<file path="src/common/irq_core_pkg.sv">
package irq_core_pkg;

  ////////////////////////////////////////
  // Widths
  ////////////////////////////////////////

  // CSR address and data port
  localparam int unsigned CSR_ADDR_W = 12;
  localparam int unsigned CSR_DATA_W = 32;

  // CLINT lines, one bit each
  localparam int unsigned IRQ_NUM    = 32;
  localparam int unsigned IRQ_ID_W   = 5;

  // Full machine cycle counter
  localparam int unsigned CYCLE_W    = 64;

  ////////////////////////////////////////
  // Types
  ////////////////////////////////////////

  typedef logic [CSR_ADDR_W-1:0] csr_addr_t;
  typedef logic [CSR_DATA_W-1:0] csr_data_t;
  typedef logic [IRQ_NUM-1:0]    irq_vec_t;
  typedef logic [IRQ_ID_W-1:0]   irq_id_t;
  typedef logic [CYCLE_W-1:0]    cycle_cnt_t;

  ////////////////////////////////////////
  // CSR map
  ////////////////////////////////////////

  localparam csr_addr_t CSR_MSTATUS = 12'h300;
  localparam csr_addr_t CSR_MIE     = 12'h304;
  localparam csr_addr_t CSR_MIP     = 12'h344;
  localparam csr_addr_t CSR_MCYCLE  = 12'hB00;
  localparam csr_addr_t CSR_MCYCLEH = 12'hB80;

  // Global machine interrupt enable in mstatus
  localparam int unsigned MSTATUS_MIE_BIT = 3;

  // Implemented lines
  // Platform 31..16, MEI 11, MTI 7, MSI 3
  localparam irq_vec_t IRQ_MASK = 32'hFFFF_0888;

  // Boot, run and sleep tracking
  typedef enum logic [1:0] {
    WAIT_FETCH = 2'b00,
    RUN        = 2'b01,
    SLEEP      = 2'b10
  } sleep_state_e;

endpackage

</file>
<file path="src/csr/cs_registers.sv">
`timescale 1ns/1ps

module cs_registers (
  // Clock and reset
  input  logic                     clk_i,
  input  logic                     rst_n_i,

  // Strobe access port
  input  logic                     csr_we_i,
  input  logic                     csr_re_i,
  input  irq_core_pkg::csr_addr_t  csr_addr_i,
  input  irq_core_pkg::csr_data_t  csr_wdata_i,
  output irq_core_pkg::csr_data_t  csr_rdata_o,
  output logic                     csr_illegal_o,

  // Counter enable from sleep unit
  input  logic                     count_en_i,

  // Interrupt controller side
  input  irq_core_pkg::irq_vec_t   mip_i,
  output logic                     m_irq_enable_o,
  output irq_core_pkg::irq_vec_t   mie_o,

  // Cycle count
  output irq_core_pkg::cycle_cnt_t mcycle_o
);

  import irq_core_pkg::*;

  // Architectural state
  logic       mstatus_mie_q;
  irq_vec_t   mie_q;
  cycle_cnt_t mcycle_q;

  // Address decode
  logic sel_mstatus;
  logic sel_mie;
  logic sel_mip;
  logic sel_mcycle;
  logic sel_mcycleh;
  logic addr_known;

  // Access qualification
  logic access;
  logic illegal;
  logic wr_en;

  ////////////////////////////////////////
  // Decode and illegal detection
  ////////////////////////////////////////

  assign sel_mstatus = (csr_addr_i == CSR_MSTATUS);
  assign sel_mie     = (csr_addr_i == CSR_MIE);
  assign sel_mip     = (csr_addr_i == CSR_MIP);
  assign sel_mcycle  = (csr_addr_i == CSR_MCYCLE);
  assign sel_mcycleh = (csr_addr_i == CSR_MCYCLEH);

  assign addr_known = sel_mstatus | sel_mie | sel_mip | sel_mcycle | sel_mcycleh;

  assign access = csr_we_i | csr_re_i;

  // Unknown address, or write to a read-only CSR
  assign illegal = (access & ~addr_known) | (csr_we_i & (sel_mip | sel_mcycleh));

  // Illegal writes are dropped
  assign wr_en = csr_we_i & ~illegal;

  assign csr_illegal_o = illegal;

  ////////////////////////////////////////
  // Registers
  ////////////////////////////////////////

  // mstatus keeps MIE only, mie keeps implemented lines only
  always_ff @(posedge clk_i) begin
    if (!rst_n_i) begin
      mstatus_mie_q <= 1'b0;
      mie_q         <= '0;
    end else begin
      if (wr_en && sel_mstatus) begin
        mstatus_mie_q <= csr_wdata_i[MSTATUS_MIE_BIT];
      end
      if (wr_en && sel_mie) begin
        mie_q <= csr_wdata_i & IRQ_MASK;
      end
    end
  end

  // Cycle counter
  // software write to low word wins over the increment
  always_ff @(posedge clk_i) begin
    if (!rst_n_i) begin
      mcycle_q <= '0;
    end else if (wr_en && sel_mcycle) begin
      mcycle_q <= {mcycle_q[CYCLE_W-1:CSR_DATA_W], csr_wdata_i};
    end else if (count_en_i) begin
      mcycle_q <= mcycle_q + cycle_cnt_t'(1);
    end
  end

  ////////////////////////////////////////
  // Read mux
  ////////////////////////////////////////

  // Zero unless a read strobe is present
  always_comb begin
    csr_rdata_o = '0;
    if (csr_re_i) begin
      if (sel_mstatus) begin
        csr_rdata_o[MSTATUS_MIE_BIT] = mstatus_mie_q;
      end
      if (sel_mie) begin
        csr_rdata_o = mie_q;
      end
      if (sel_mip) begin
        csr_rdata_o = mip_i;
      end
      if (sel_mcycle) begin
        csr_rdata_o = mcycle_q[CSR_DATA_W-1:0];
      end
      if (sel_mcycleh) begin
        csr_rdata_o = mcycle_q[CYCLE_W-1:CSR_DATA_W];
      end
    end
  end

  // To interrupt controller and pins
  assign m_irq_enable_o = mstatus_mie_q;
  assign mie_o          = mie_q;
  assign mcycle_o       = mcycle_q;

endmodule

</file>
<file path="src/irq/int_controller.sv">
`timescale 1ns/1ps

module int_controller (
  // Clock and reset
  input  logic                   clk_i,
  input  logic                   rst_n_i,

  // CLINT interrupt lines
  input  irq_core_pkg::irq_vec_t irq_i,

  // From CSR file
  input  logic                   m_irq_enable_i,
  input  irq_core_pkg::irq_vec_t mie_i,

  // Pending view for mip reads
  output irq_core_pkg::irq_vec_t mip_o,

  // Request, wake-up and selected id
  output logic                   irq_req_o,
  output logic                   irq_wu_o,
  output irq_core_pkg::irq_id_t  irq_id_o
);

  import irq_core_pkg::*;

  // Sampled lines
  irq_vec_t mip_q;

  // Lines both pending and enabled
  irq_vec_t irq_pending;

  // Priority result
  irq_id_t  irq_id;

  ////////////////////////////////////////
  // Line sampling
  ////////////////////////////////////////

  // One cycle of latency from the pins
  // unimplemented lines never show up
  always_ff @(posedge clk_i) begin
    if (!rst_n_i) begin
      mip_q <= '0;
    end else begin
      mip_q <= irq_i & IRQ_MASK;
    end
  end

  assign mip_o = mip_q;

  ////////////////////////////////////////
  // Masking
  ////////////////////////////////////////

  assign irq_pending = mip_q & mie_i;

  // Wake-up does not look at global enable
  assign irq_wu_o = |irq_pending;

  // Request needs mstatus.MIE as well
  assign irq_req_o = irq_wu_o & m_irq_enable_i;

  ////////////////////////////////////////
  // Fixed priority
  ////////////////////////////////////////

  // Lowest priority first, later hits override
  // order is MTI, MSI, MEI, then platform lines 16..31
  always_comb begin
    irq_id = '0;
    if (irq_pending[7]) begin
      irq_id = irq_id_t'(7);
    end
    if (irq_pending[3]) begin
      irq_id = irq_id_t'(3);
    end
    if (irq_pending[11]) begin
      irq_id = irq_id_t'(11);
    end
    // Highest index among platform lines wins
    for (int i = 16; i < IRQ_NUM; i++) begin
      if (irq_pending[i]) begin
        irq_id = irq_id_t'(i);
      end
    end
  end

  assign irq_id_o = irq_id;

endmodule

</file>
<file path="src/irq_core_top.sv">
`timescale 1ns/1ps

module irq_core_top (
  // Clock and reset
  input  logic                     clk_i,
  input  logic                     rst_n_i,

  // CSR access
  input  logic                     csr_we_i,
  input  logic                     csr_re_i,
  input  irq_core_pkg::csr_addr_t  csr_addr_i,
  input  irq_core_pkg::csr_data_t  csr_wdata_i,
  output irq_core_pkg::csr_data_t  csr_rdata_o,
  output logic                     csr_illegal_o,

  // Interrupts
  input  irq_core_pkg::irq_vec_t   irq_i,
  output logic                     irq_req_o,
  output irq_core_pkg::irq_id_t    irq_id_o,

  // Sleep and debug
  input  logic                     wfi_i,
  input  logic                     debug_req_i,

  // Fetch and status
  input  logic                     fetch_enable_i,
  output logic                     fetch_enable_o,
  output logic                     core_sleep_o,
  output irq_core_pkg::cycle_cnt_t mcycle_o
);

  import irq_core_pkg::*;

  // CSR file to interrupt controller
  logic     m_irq_enable;
  irq_vec_t mie;

  // Interrupt controller back to CSR file
  irq_vec_t mip;

  // Wake-up to sleep unit
  logic     irq_wu;

  // Running indication to cycle counter
  logic     count_en;

  ////////////////////////////////////////
  // CSR file
  ////////////////////////////////////////

  cs_registers csr0 (
    .clk_i          ( clk_i          ),
    .rst_n_i        ( rst_n_i        ),
    .csr_we_i       ( csr_we_i       ),
    .csr_re_i       ( csr_re_i       ),
    .csr_addr_i     ( csr_addr_i     ),
    .csr_wdata_i    ( csr_wdata_i    ),
    .csr_rdata_o    ( csr_rdata_o    ),
    .csr_illegal_o  ( csr_illegal_o  ),
    .count_en_i     ( count_en       ),
    .mip_i          ( mip            ),
    .m_irq_enable_o ( m_irq_enable   ),
    .mie_o          ( mie            ),
    .mcycle_o       ( mcycle_o       )
  );

  ////////////////////////////////////////
  // Interrupt controller
  ////////////////////////////////////////

  int_controller irq0 (
    .clk_i          ( clk_i          ),
    .rst_n_i        ( rst_n_i        ),
    .irq_i          ( irq_i          ),
    .m_irq_enable_i ( m_irq_enable   ),
    .mie_i          ( mie            ),
    .mip_o          ( mip            ),
    .irq_req_o      ( irq_req_o      ),
    .irq_wu_o       ( irq_wu         ),
    .irq_id_o       ( irq_id_o       )
  );

  ////////////////////////////////////////
  // Sleep unit
  ////////////////////////////////////////

  sleep_unit slp0 (
    .clk_i          ( clk_i          ),
    .rst_n_i        ( rst_n_i        ),
    .fetch_enable_i ( fetch_enable_i ),
    .fetch_enable_o ( fetch_enable_o ),
    .wfi_i          ( wfi_i          ),
    .irq_wu_i       ( irq_wu         ),
    .debug_req_i    ( debug_req_i    ),
    .core_sleep_o   ( core_sleep_o   ),
    .count_en_o     ( count_en       )
  );

endmodule

</file>
<file path="src/sleep_unit.sv">
`timescale 1ns/1ps

module sleep_unit (
  // Clock and reset
  input  logic clk_i,
  input  logic rst_n_i,

  // Boot control
  input  logic fetch_enable_i,
  output logic fetch_enable_o,

  // Sleep entry and wake sources
  input  logic wfi_i,
  input  logic irq_wu_i,
  input  logic debug_req_i,

  // Status
  output logic core_sleep_o,
  output logic count_en_o
);

  import irq_core_pkg::*;

  sleep_state_e state_q;
  sleep_state_e state_d;

  logic fetch_enable_q;
  logic core_sleep_q;
  logic wake;

  // Any source that ends or blocks sleep
  assign wake = irq_wu_i | debug_req_i;

  ////////////////////////////////////////
  // Next state
  ////////////////////////////////////////

  always_comb begin
    state_d = state_q;
    case (state_q)
      WAIT_FETCH: begin
        if (fetch_enable_i) begin
          state_d = RUN;
        end
      end
      // WFI is a no-op when a wake source is already there
      RUN: begin
        if (wfi_i && !wake) begin
          state_d = SLEEP;
        end
      end
      SLEEP: begin
        if (wake) begin
          state_d = RUN;
        end
      end
      default: begin
        state_d = WAIT_FETCH;
      end
    endcase
  end

  // State, sticky fetch enable and sleep flag
  always_ff @(posedge clk_i) begin
    if (!rst_n_i) begin
      state_q        <= WAIT_FETCH;
      fetch_enable_q <= 1'b0;
      core_sleep_q   <= 1'b0;
    end else begin
      state_q        <= state_d;
      fetch_enable_q <= fetch_enable_q | fetch_enable_i;
      core_sleep_q   <= (state_d == SLEEP);
    end
  end

  assign fetch_enable_o = fetch_enable_q;
  assign core_sleep_o   = core_sleep_q;

  // Counter runs only while awake and booted
  assign count_en_o = (state_q == RUN);

endmodule

</file>
<file path="config.mk">
export PLATFORM = sky130hd
export DESIGN_NAME = irq_core_top
export DESIGN_NICKNAME = d
export VERILOG_FILES = /design/src/common/irq_core_pkg.sv /design/src/csr/cs_registers.sv /design/src/irq/int_controller.sv /design/src/irq_core_top.sv /design/src/sleep_unit.sv
export SDC_FILE = /design/constraint.sdc
export NUM_CORES = 1
export LEC_CHECK = 0
export CAP_MARGIN = 20
export CORE_AREA = 2 2 136 138
export CTS_CLUSTER_SIZE = 14
export DETAILED_ROUTE_END_ITERATION = 6
export DIE_AREA = 0 0 138 140
export DONT_BUFFER_PORTS = 1
export GPL_TIMING_DRIVEN = 0
export PLACE_DENSITY = 0.57
export SLEW_MARGIN = 10
export SYNTH_ARGS = -nofsm -noshare
export SYNTH_HDL_FRONTEND = slang
export SYNTH_SLANG_ARGS = --single-unit
</file>
<file path="constraint.sdc">
create_clock -name clk_i -period 2.4 [get_ports clk_i]
set_clock_uncertainty 0.2 [all_clocks]
set_input_delay 0.12 -clock clk_i [delete_from_list [all_inputs] [get_ports clk_i]]
set_output_delay 0.12 -clock clk_i [all_outputs]
set_load 0.01 [all_outputs]
</file>
* Word level (Yosys, flattened, before mapping)
Cells that the tools add are included.
** Storage, ports and cells
- Flip-flop bits (word level) :: 120
** Operators by class
- $add $sub $neg :: 1
- Equal/unequal tests :: 8
- Mux-type cells :: 31
- Bitwise operators :: 17
- Reductions and logical operators :: 9
** Operators with widths (count)
- 32-bit two-way mux :: 7
- 5-bit two-way mux :: 16
- 64-bit by 1-bit adder with 64-bit output, second input constant :: 1
- 12-bit by 10-bit equality test with 1-bit output, second input constant :: 3
- 32-bit bitwise AND :: 1
- 32-bit OR reduction :: 1
- 12-bit equality test, second input constant :: 2
- 1-bit OR :: 9
- 2-bit two-way mux :: 3
- 3-bit two-way mux :: 2
- 2-bit one-hot mux with 3 select lines :: 1
- 1-bit bitwise AND :: 4
- 2-bit equality test, second input constant :: 2
- 1-bit logical AND :: 4
- 4-bit two-way mux :: 1
- 1-bit inverter :: 3
- 2-bit by 1-bit equality test with 1-bit output, second input constant :: 1
- 2-bit zero test :: 1
- 2-bit AND reduction :: 1
- 2-bit nonzero test :: 1
- 1-bit zero test :: 1
- 1-bit two-way mux :: 1

* Depth between registers and ports, before layout
- Depth in word-level cells :: 20
- Mapped depth :: 8
- Depth with buffers taken out :: 5

* Cells and area by module
A second synthesis with hierarchy kept.
** Unflattened totals
- Cell total of the unflattened synthesis :: 794
- Area, all modules :: 6226.0 µm²
** By module, submodules not included
- cs_registers :: cells each 674, area each 5173.7 µm², times used 1
- int_controller :: cells each 105, area each 905.9 µm², times used 1
- sleep_unit :: cells each 15, area each 146.4 µm², times used 1

* Least setup slack after synthesis
Ideal clock, no wire load.
- Kind :: reg-to-reg
- Start point :: register csr0.mcycle_q[14] (netlist: csr0.mcycle_o[14])
- End point :: register csr0.mcycle_q[56] (netlist: csr0.mcycle_o[56])
- Path slack :: -0.016 ns
- Arrival time :: 2.102 ns
- Setup time :: 0.115 ns
- Clock period less this slack :: 2.416 ns
- Stages on the path, launching flop included :: 9
- Path through :: dfxtp_1 > and4_1 > buf_4 > nand2_2 > or4_4 > buf_6 > buf_2 > o31a_1 > o21a_1
** On the way
- Longest elaborated chain between the ends :: 1
** RTL lines
- start, declared :: RTL line cs_registers.sv:33 : cycle_cnt_t mcycle_q;
- start signal, assigned :: RTL line cs_registers.sv:95 : mcycle_q <= {mcycle_q[CYCLE_W-1:CSR_DATA_W], csr_wdata_i};
- start signal, assigned :: RTL line cs_registers.sv:97 : mcycle_q <= mcycle_q + cycle_cnt_t'(1);
- 64-bit by 1-bit adder with 64-bit output :: RTL line cs_registers.sv:97
Every way passes these cells.
A chain may end at the register's enable or synchronous reset.

* Final worst setup path
- Start point :: register csr0.mcycle_q[14] (netlist: csr0.mcycle_o[14])
- End point :: register csr0.mcycle_q[40] (netlist: csr0.mcycle_o[40])
Same word-level chain as after synthesis.

==> impl_metrics.yaml <==
synthesis:
  yosys_warnings: 0
  async_reset_ff_share_pct: 0
  netlist-cell-type-count: 60
  synth_area_per_cell_um2: 7.99
  netlist_area_um2: 6130
  ys_seq_area_share_pct: 35.0
  synth-edff-count: 0
  synthCells: 767
  synthFlopType: "dfxtp_1"
  syn-num-nets: 851
  ys_seq_elements: 107
layout:
  drive_gt1_share_pct: 19.5
  antenna_cells: 0
  fin_util_pct: 45.4
  fin_nets: 950
  syn2layout_area_growth_pct: 31.9
  n_fill_cell: 1797
  postLayoutCellArea_um2: 8080
die:
  rows: 49
  io_pins: 188
  dieArea_um2: 19300
  die_w_um: 138
  chipHeight_um: 140
  initial_core_util_pct: 34.5
  core_area_um2: 17800
power_and_ir_drop:
  power_density_nw_per_um2: 448
  ir_drop_mv: 0.370
  total_power_mw: 3.62
  leakage_nw: 2.61
timing:
  setup_viol_count_final: 17
  worst_pin_slew_ns: 0.872
  final_max_slew_viol_count: 0
  rsz0062_at_grt: "true"
  period_share_pct: 106
  finalCriticalPeriod_ns: 2.55
  fmax_mhz: 392
  hold_violations: 0
  layout_setup_ws_ns: -0.153
  slew_headroom_pct: 41.9
  fin_setup_tns_ns: -1.33
global_route:
  grt_pass1_wl_um: 37600
  grt_max_degree: 17
  track_usage_pct: 25.1
  gr-total-overflow: 0
  antenna_found_initial: 0
  grt_pass1_vias: 6184
critical_path:
  worstPathArrival_ns: 2.64
  crit_type: "flop to flop"
  cp-end-kind: "flop"
  cp_max_fo: 7
  crit_end: "csr0.mcycle_o[40]"
  start_kind: "flop"
  crit_path_start: "csr0.mcycle_o[14]"
  max_stage_delay_ns: 0.64
  required_ns: 2.48
  ff2ff_path_depth: 7
  path_cells: "and4_1 -> buf_6 -> nand2_4 -> or4_4 -> buf_8 -> or4_1 -> a21oi_1"
  regToRegStartpoint: "csr0.mcycle_o[14]"
  rrSetupSlack_ns: -0.15
  r2r-end: "csr0.mcycle_o[40]"
  cp_slowest_cell: "or4_4"
outcome:
  violations: "negative setup slack"
  status: "complete, but fails checks"
place:
  io_buffer_count: 0
  gp_congestion: 0.972
  hpwlAfterDp_um: 18500
  pre_cts_ws_ns: -0.455
  dpl_cell_area_um2: 6420
routing:
  vias: 6645
  viasPerCell: 6.04
  initialDrtViolationCount: 760
  routed_wl_um: 25200
  drc_errors: 0
  wire_per_inst_um: 22.9
  drtPass1Iterations: 6
  ant_nets: 0
clock_network:
  clk_latency_ns: 0.37
  cts_max_path_buffers: 2
  clock-root-buffer: "clkbuf_16"
  cts_sinks: 107
  clk_pin_slew_ns: 0.07
  cts_tree: "built"
  numCtsBuffers: 9
  htreeDepth: 3
flow_run:
  cap_violations: 0
worst_hold_path:
  hold_path.class: "input pin to flop"
==> cells by family (layout without fill, tap and decap cells) <==
| logic type | after synthesis | in the layout | synth area share, % |
|---|---|---|---|
| simple gates | 344 | 344 | 30.2 |
| mux | 49 | 49 | 8.19 |
| flops | 107 | 107 | 35.0 |
| xor+xnor | 22 | 22 | 3.15 |
| fa+ha+maj | 1 | 1 | 0.204 |
| buf+inv | 71 | 175 | 4.64 |
| compound gates | 173 | 173 | 18.6 |
==> routing by layer <==
layer,share of wire (%),GRT usage (%)
met1,41,33.5
met2,44,37.6
met3,12,7.93
met4,3.6,10.3
met5,0,0
==> area by class of cell <==
class                           instances  area, µm²  share of cell area (%)
Buffer                                 50        280                    3.47
Clock buffer                           11        243                    3.00
Clock inverter                          5       52.6                   0.650
Inverter                               21       78.8                   0.976
Multi-Input combinational cell        589       4050                    50.1
Sequential cell                       107       2230                    27.6
Tap cell                              229        287                    3.55
Timing Repair Buffer                   88        861                    10.7
==> cell usage in the layout (no fill, tap or decap), types with 11 or more instances in the layout <==
cell type and instances:
a211oi_1 15, a21oi_1 39, and2_1 32, buf_4 20, clkbuf_1 28, dfxtp_1 64, dfxtp_2 31, dfxtp_4 12
dlygate4sd3_1 66, inv_1 20, mux2i_1 40, nand2_1 94, nand3_1 19, nand4_1 29, nor2_1 46, nor2b_1 11
nor3_1 20, nor4_1 13, o21ai_0 23, o22ai_1 11, or4_4 12, xnor2_1 17
==> Yosys cell counts, drive strengths merged, types with 2 or more instances <==
| library cell | number | area [µm²] |
|---|---|---|
| nand4b | 3 | 26.3 |
| nor3 | 22 | 110 |
| mux2i | 40 | 400 |
| or4 | 18 | 139 |
| a221oi | 3 | 26.3 |
| nor2b | 11 | 68.8 |
| o21ai | 27 | 135 |
| nor4 | 21 | 153 |
| o211ai | 2 | 15.0 |
| o31a | 2 | 17.5 |
| a31oi | 4 | 25.0 |
| clkbuf | 38 | 143 |
| o21bai | 5 | 37.5 |
| and3 | 8 | 50.1 |
| inv | 20 | 75.1 |
| o22ai | 11 | 68.8 |
| or3 | 6 | 37.5 |
| mux2 | 9 | 101 |
| nor4b | 4 | 41.3 |
| a211oi | 15 | 113 |
| nand3 | 20 | 113 |
| and4 | 9 | 78.8 |
| buf | 12 | 62.6 |
| nor2 | 51 | 191 |
| a21oi | 49 | 245 |
| o31ai | 17 | 128 |
| xor2 | 5 | 43.8 |
| o41ai | 5 | 43.8 |
| nand2b | 6 | 37.5 |
| or2 | 4 | 25.0 |
| nor3b | 2 | 15.0 |
| o311ai | 5 | 43.8 |
| a222oi | 9 | 90.1 |
| a311oi | 2 | 17.5 |
| xnor2 | 17 | 149 |
| o21a | 3 | 22.5 |
| a22oi | 9 | 67.6 |
| nand2 | 96 | 363 |
| dfxtp | 107 | 2140 |
| nand4 | 30 | 194 |
| and2 | 32 | 200 |
==> state kept, by name, summed over array words and instances (netlist names) <==
name and count:
slp0.state_q 2, slp0.fetch_enable_o 1, slp0.core_sleep_o 1, csr0.mie_o 19, irq0.mip_o 19, csr0.mcycle_o 64, csr0.m_irq_enable_o 1
==> metrics by stage <==
stage | cells | hold slack (ns)
floorplan | 767 | 0.0407
global placement | 996 | 0.0449
detailed placement | 996 | 0.0503
CTS | 1090 | 0.0209
global route | 1100 | 0.0260
finish | 1100 | 0.0408
==> what timing repair did <==
action | in CTS | in global routing
setup buffers | 11 | 8
hold buffers | 66 | 0
endpoints found under the setup margin | 71 | 76
gates resized for setup | 76 | 90
pin swaps | 19 | 36
cloned | 1 | 2
endpoints found under the hold margin | 79 | 0
==> critical path: cells and delay by family (launching register included) <==
kind / cells / cell delay (ns)
AND/OR/NAND/NOR: 4 / 1.41
flip-flops: 1 / 0.43
buffers and inverters: 2 / 0.30
AO/OA/AOI/OAI: 1 / 0.14
==> power by group <==
group | leakage, nW | internal [mW] | switching [mW]
logic | 1.58 | 0.123 | 0.134
registers | 0.893 | 1.79 | 0.0325
clock network | 0.145 | 0.834 | 0.712
==> how the worst min path moves through the flow <==
| stage | start | to | cells after the start |
|---|---|---|---|
| 3_5_place_dp | irq_i[24] | irq0.mip_o[24] | 1 |
| 5_1_grt | csr_addr_i[8] | csr0.mcycle_o[12] | 2 |
| 4_1_cts | csr_addr_i[8] | csr0.mcycle_o[12] | 2 |
| 6_report | csr_addr_i[8] | csr0.mcycle_o[12] | 2 |
| 3_3_place_gp | fetch_enable_i | slp0.fetch_enable_o | 2 |
| 2_1_floorplan | fetch_enable_i | slp0.fetch_enable_o | 2 |
Power figures use the tool's default switching activity.
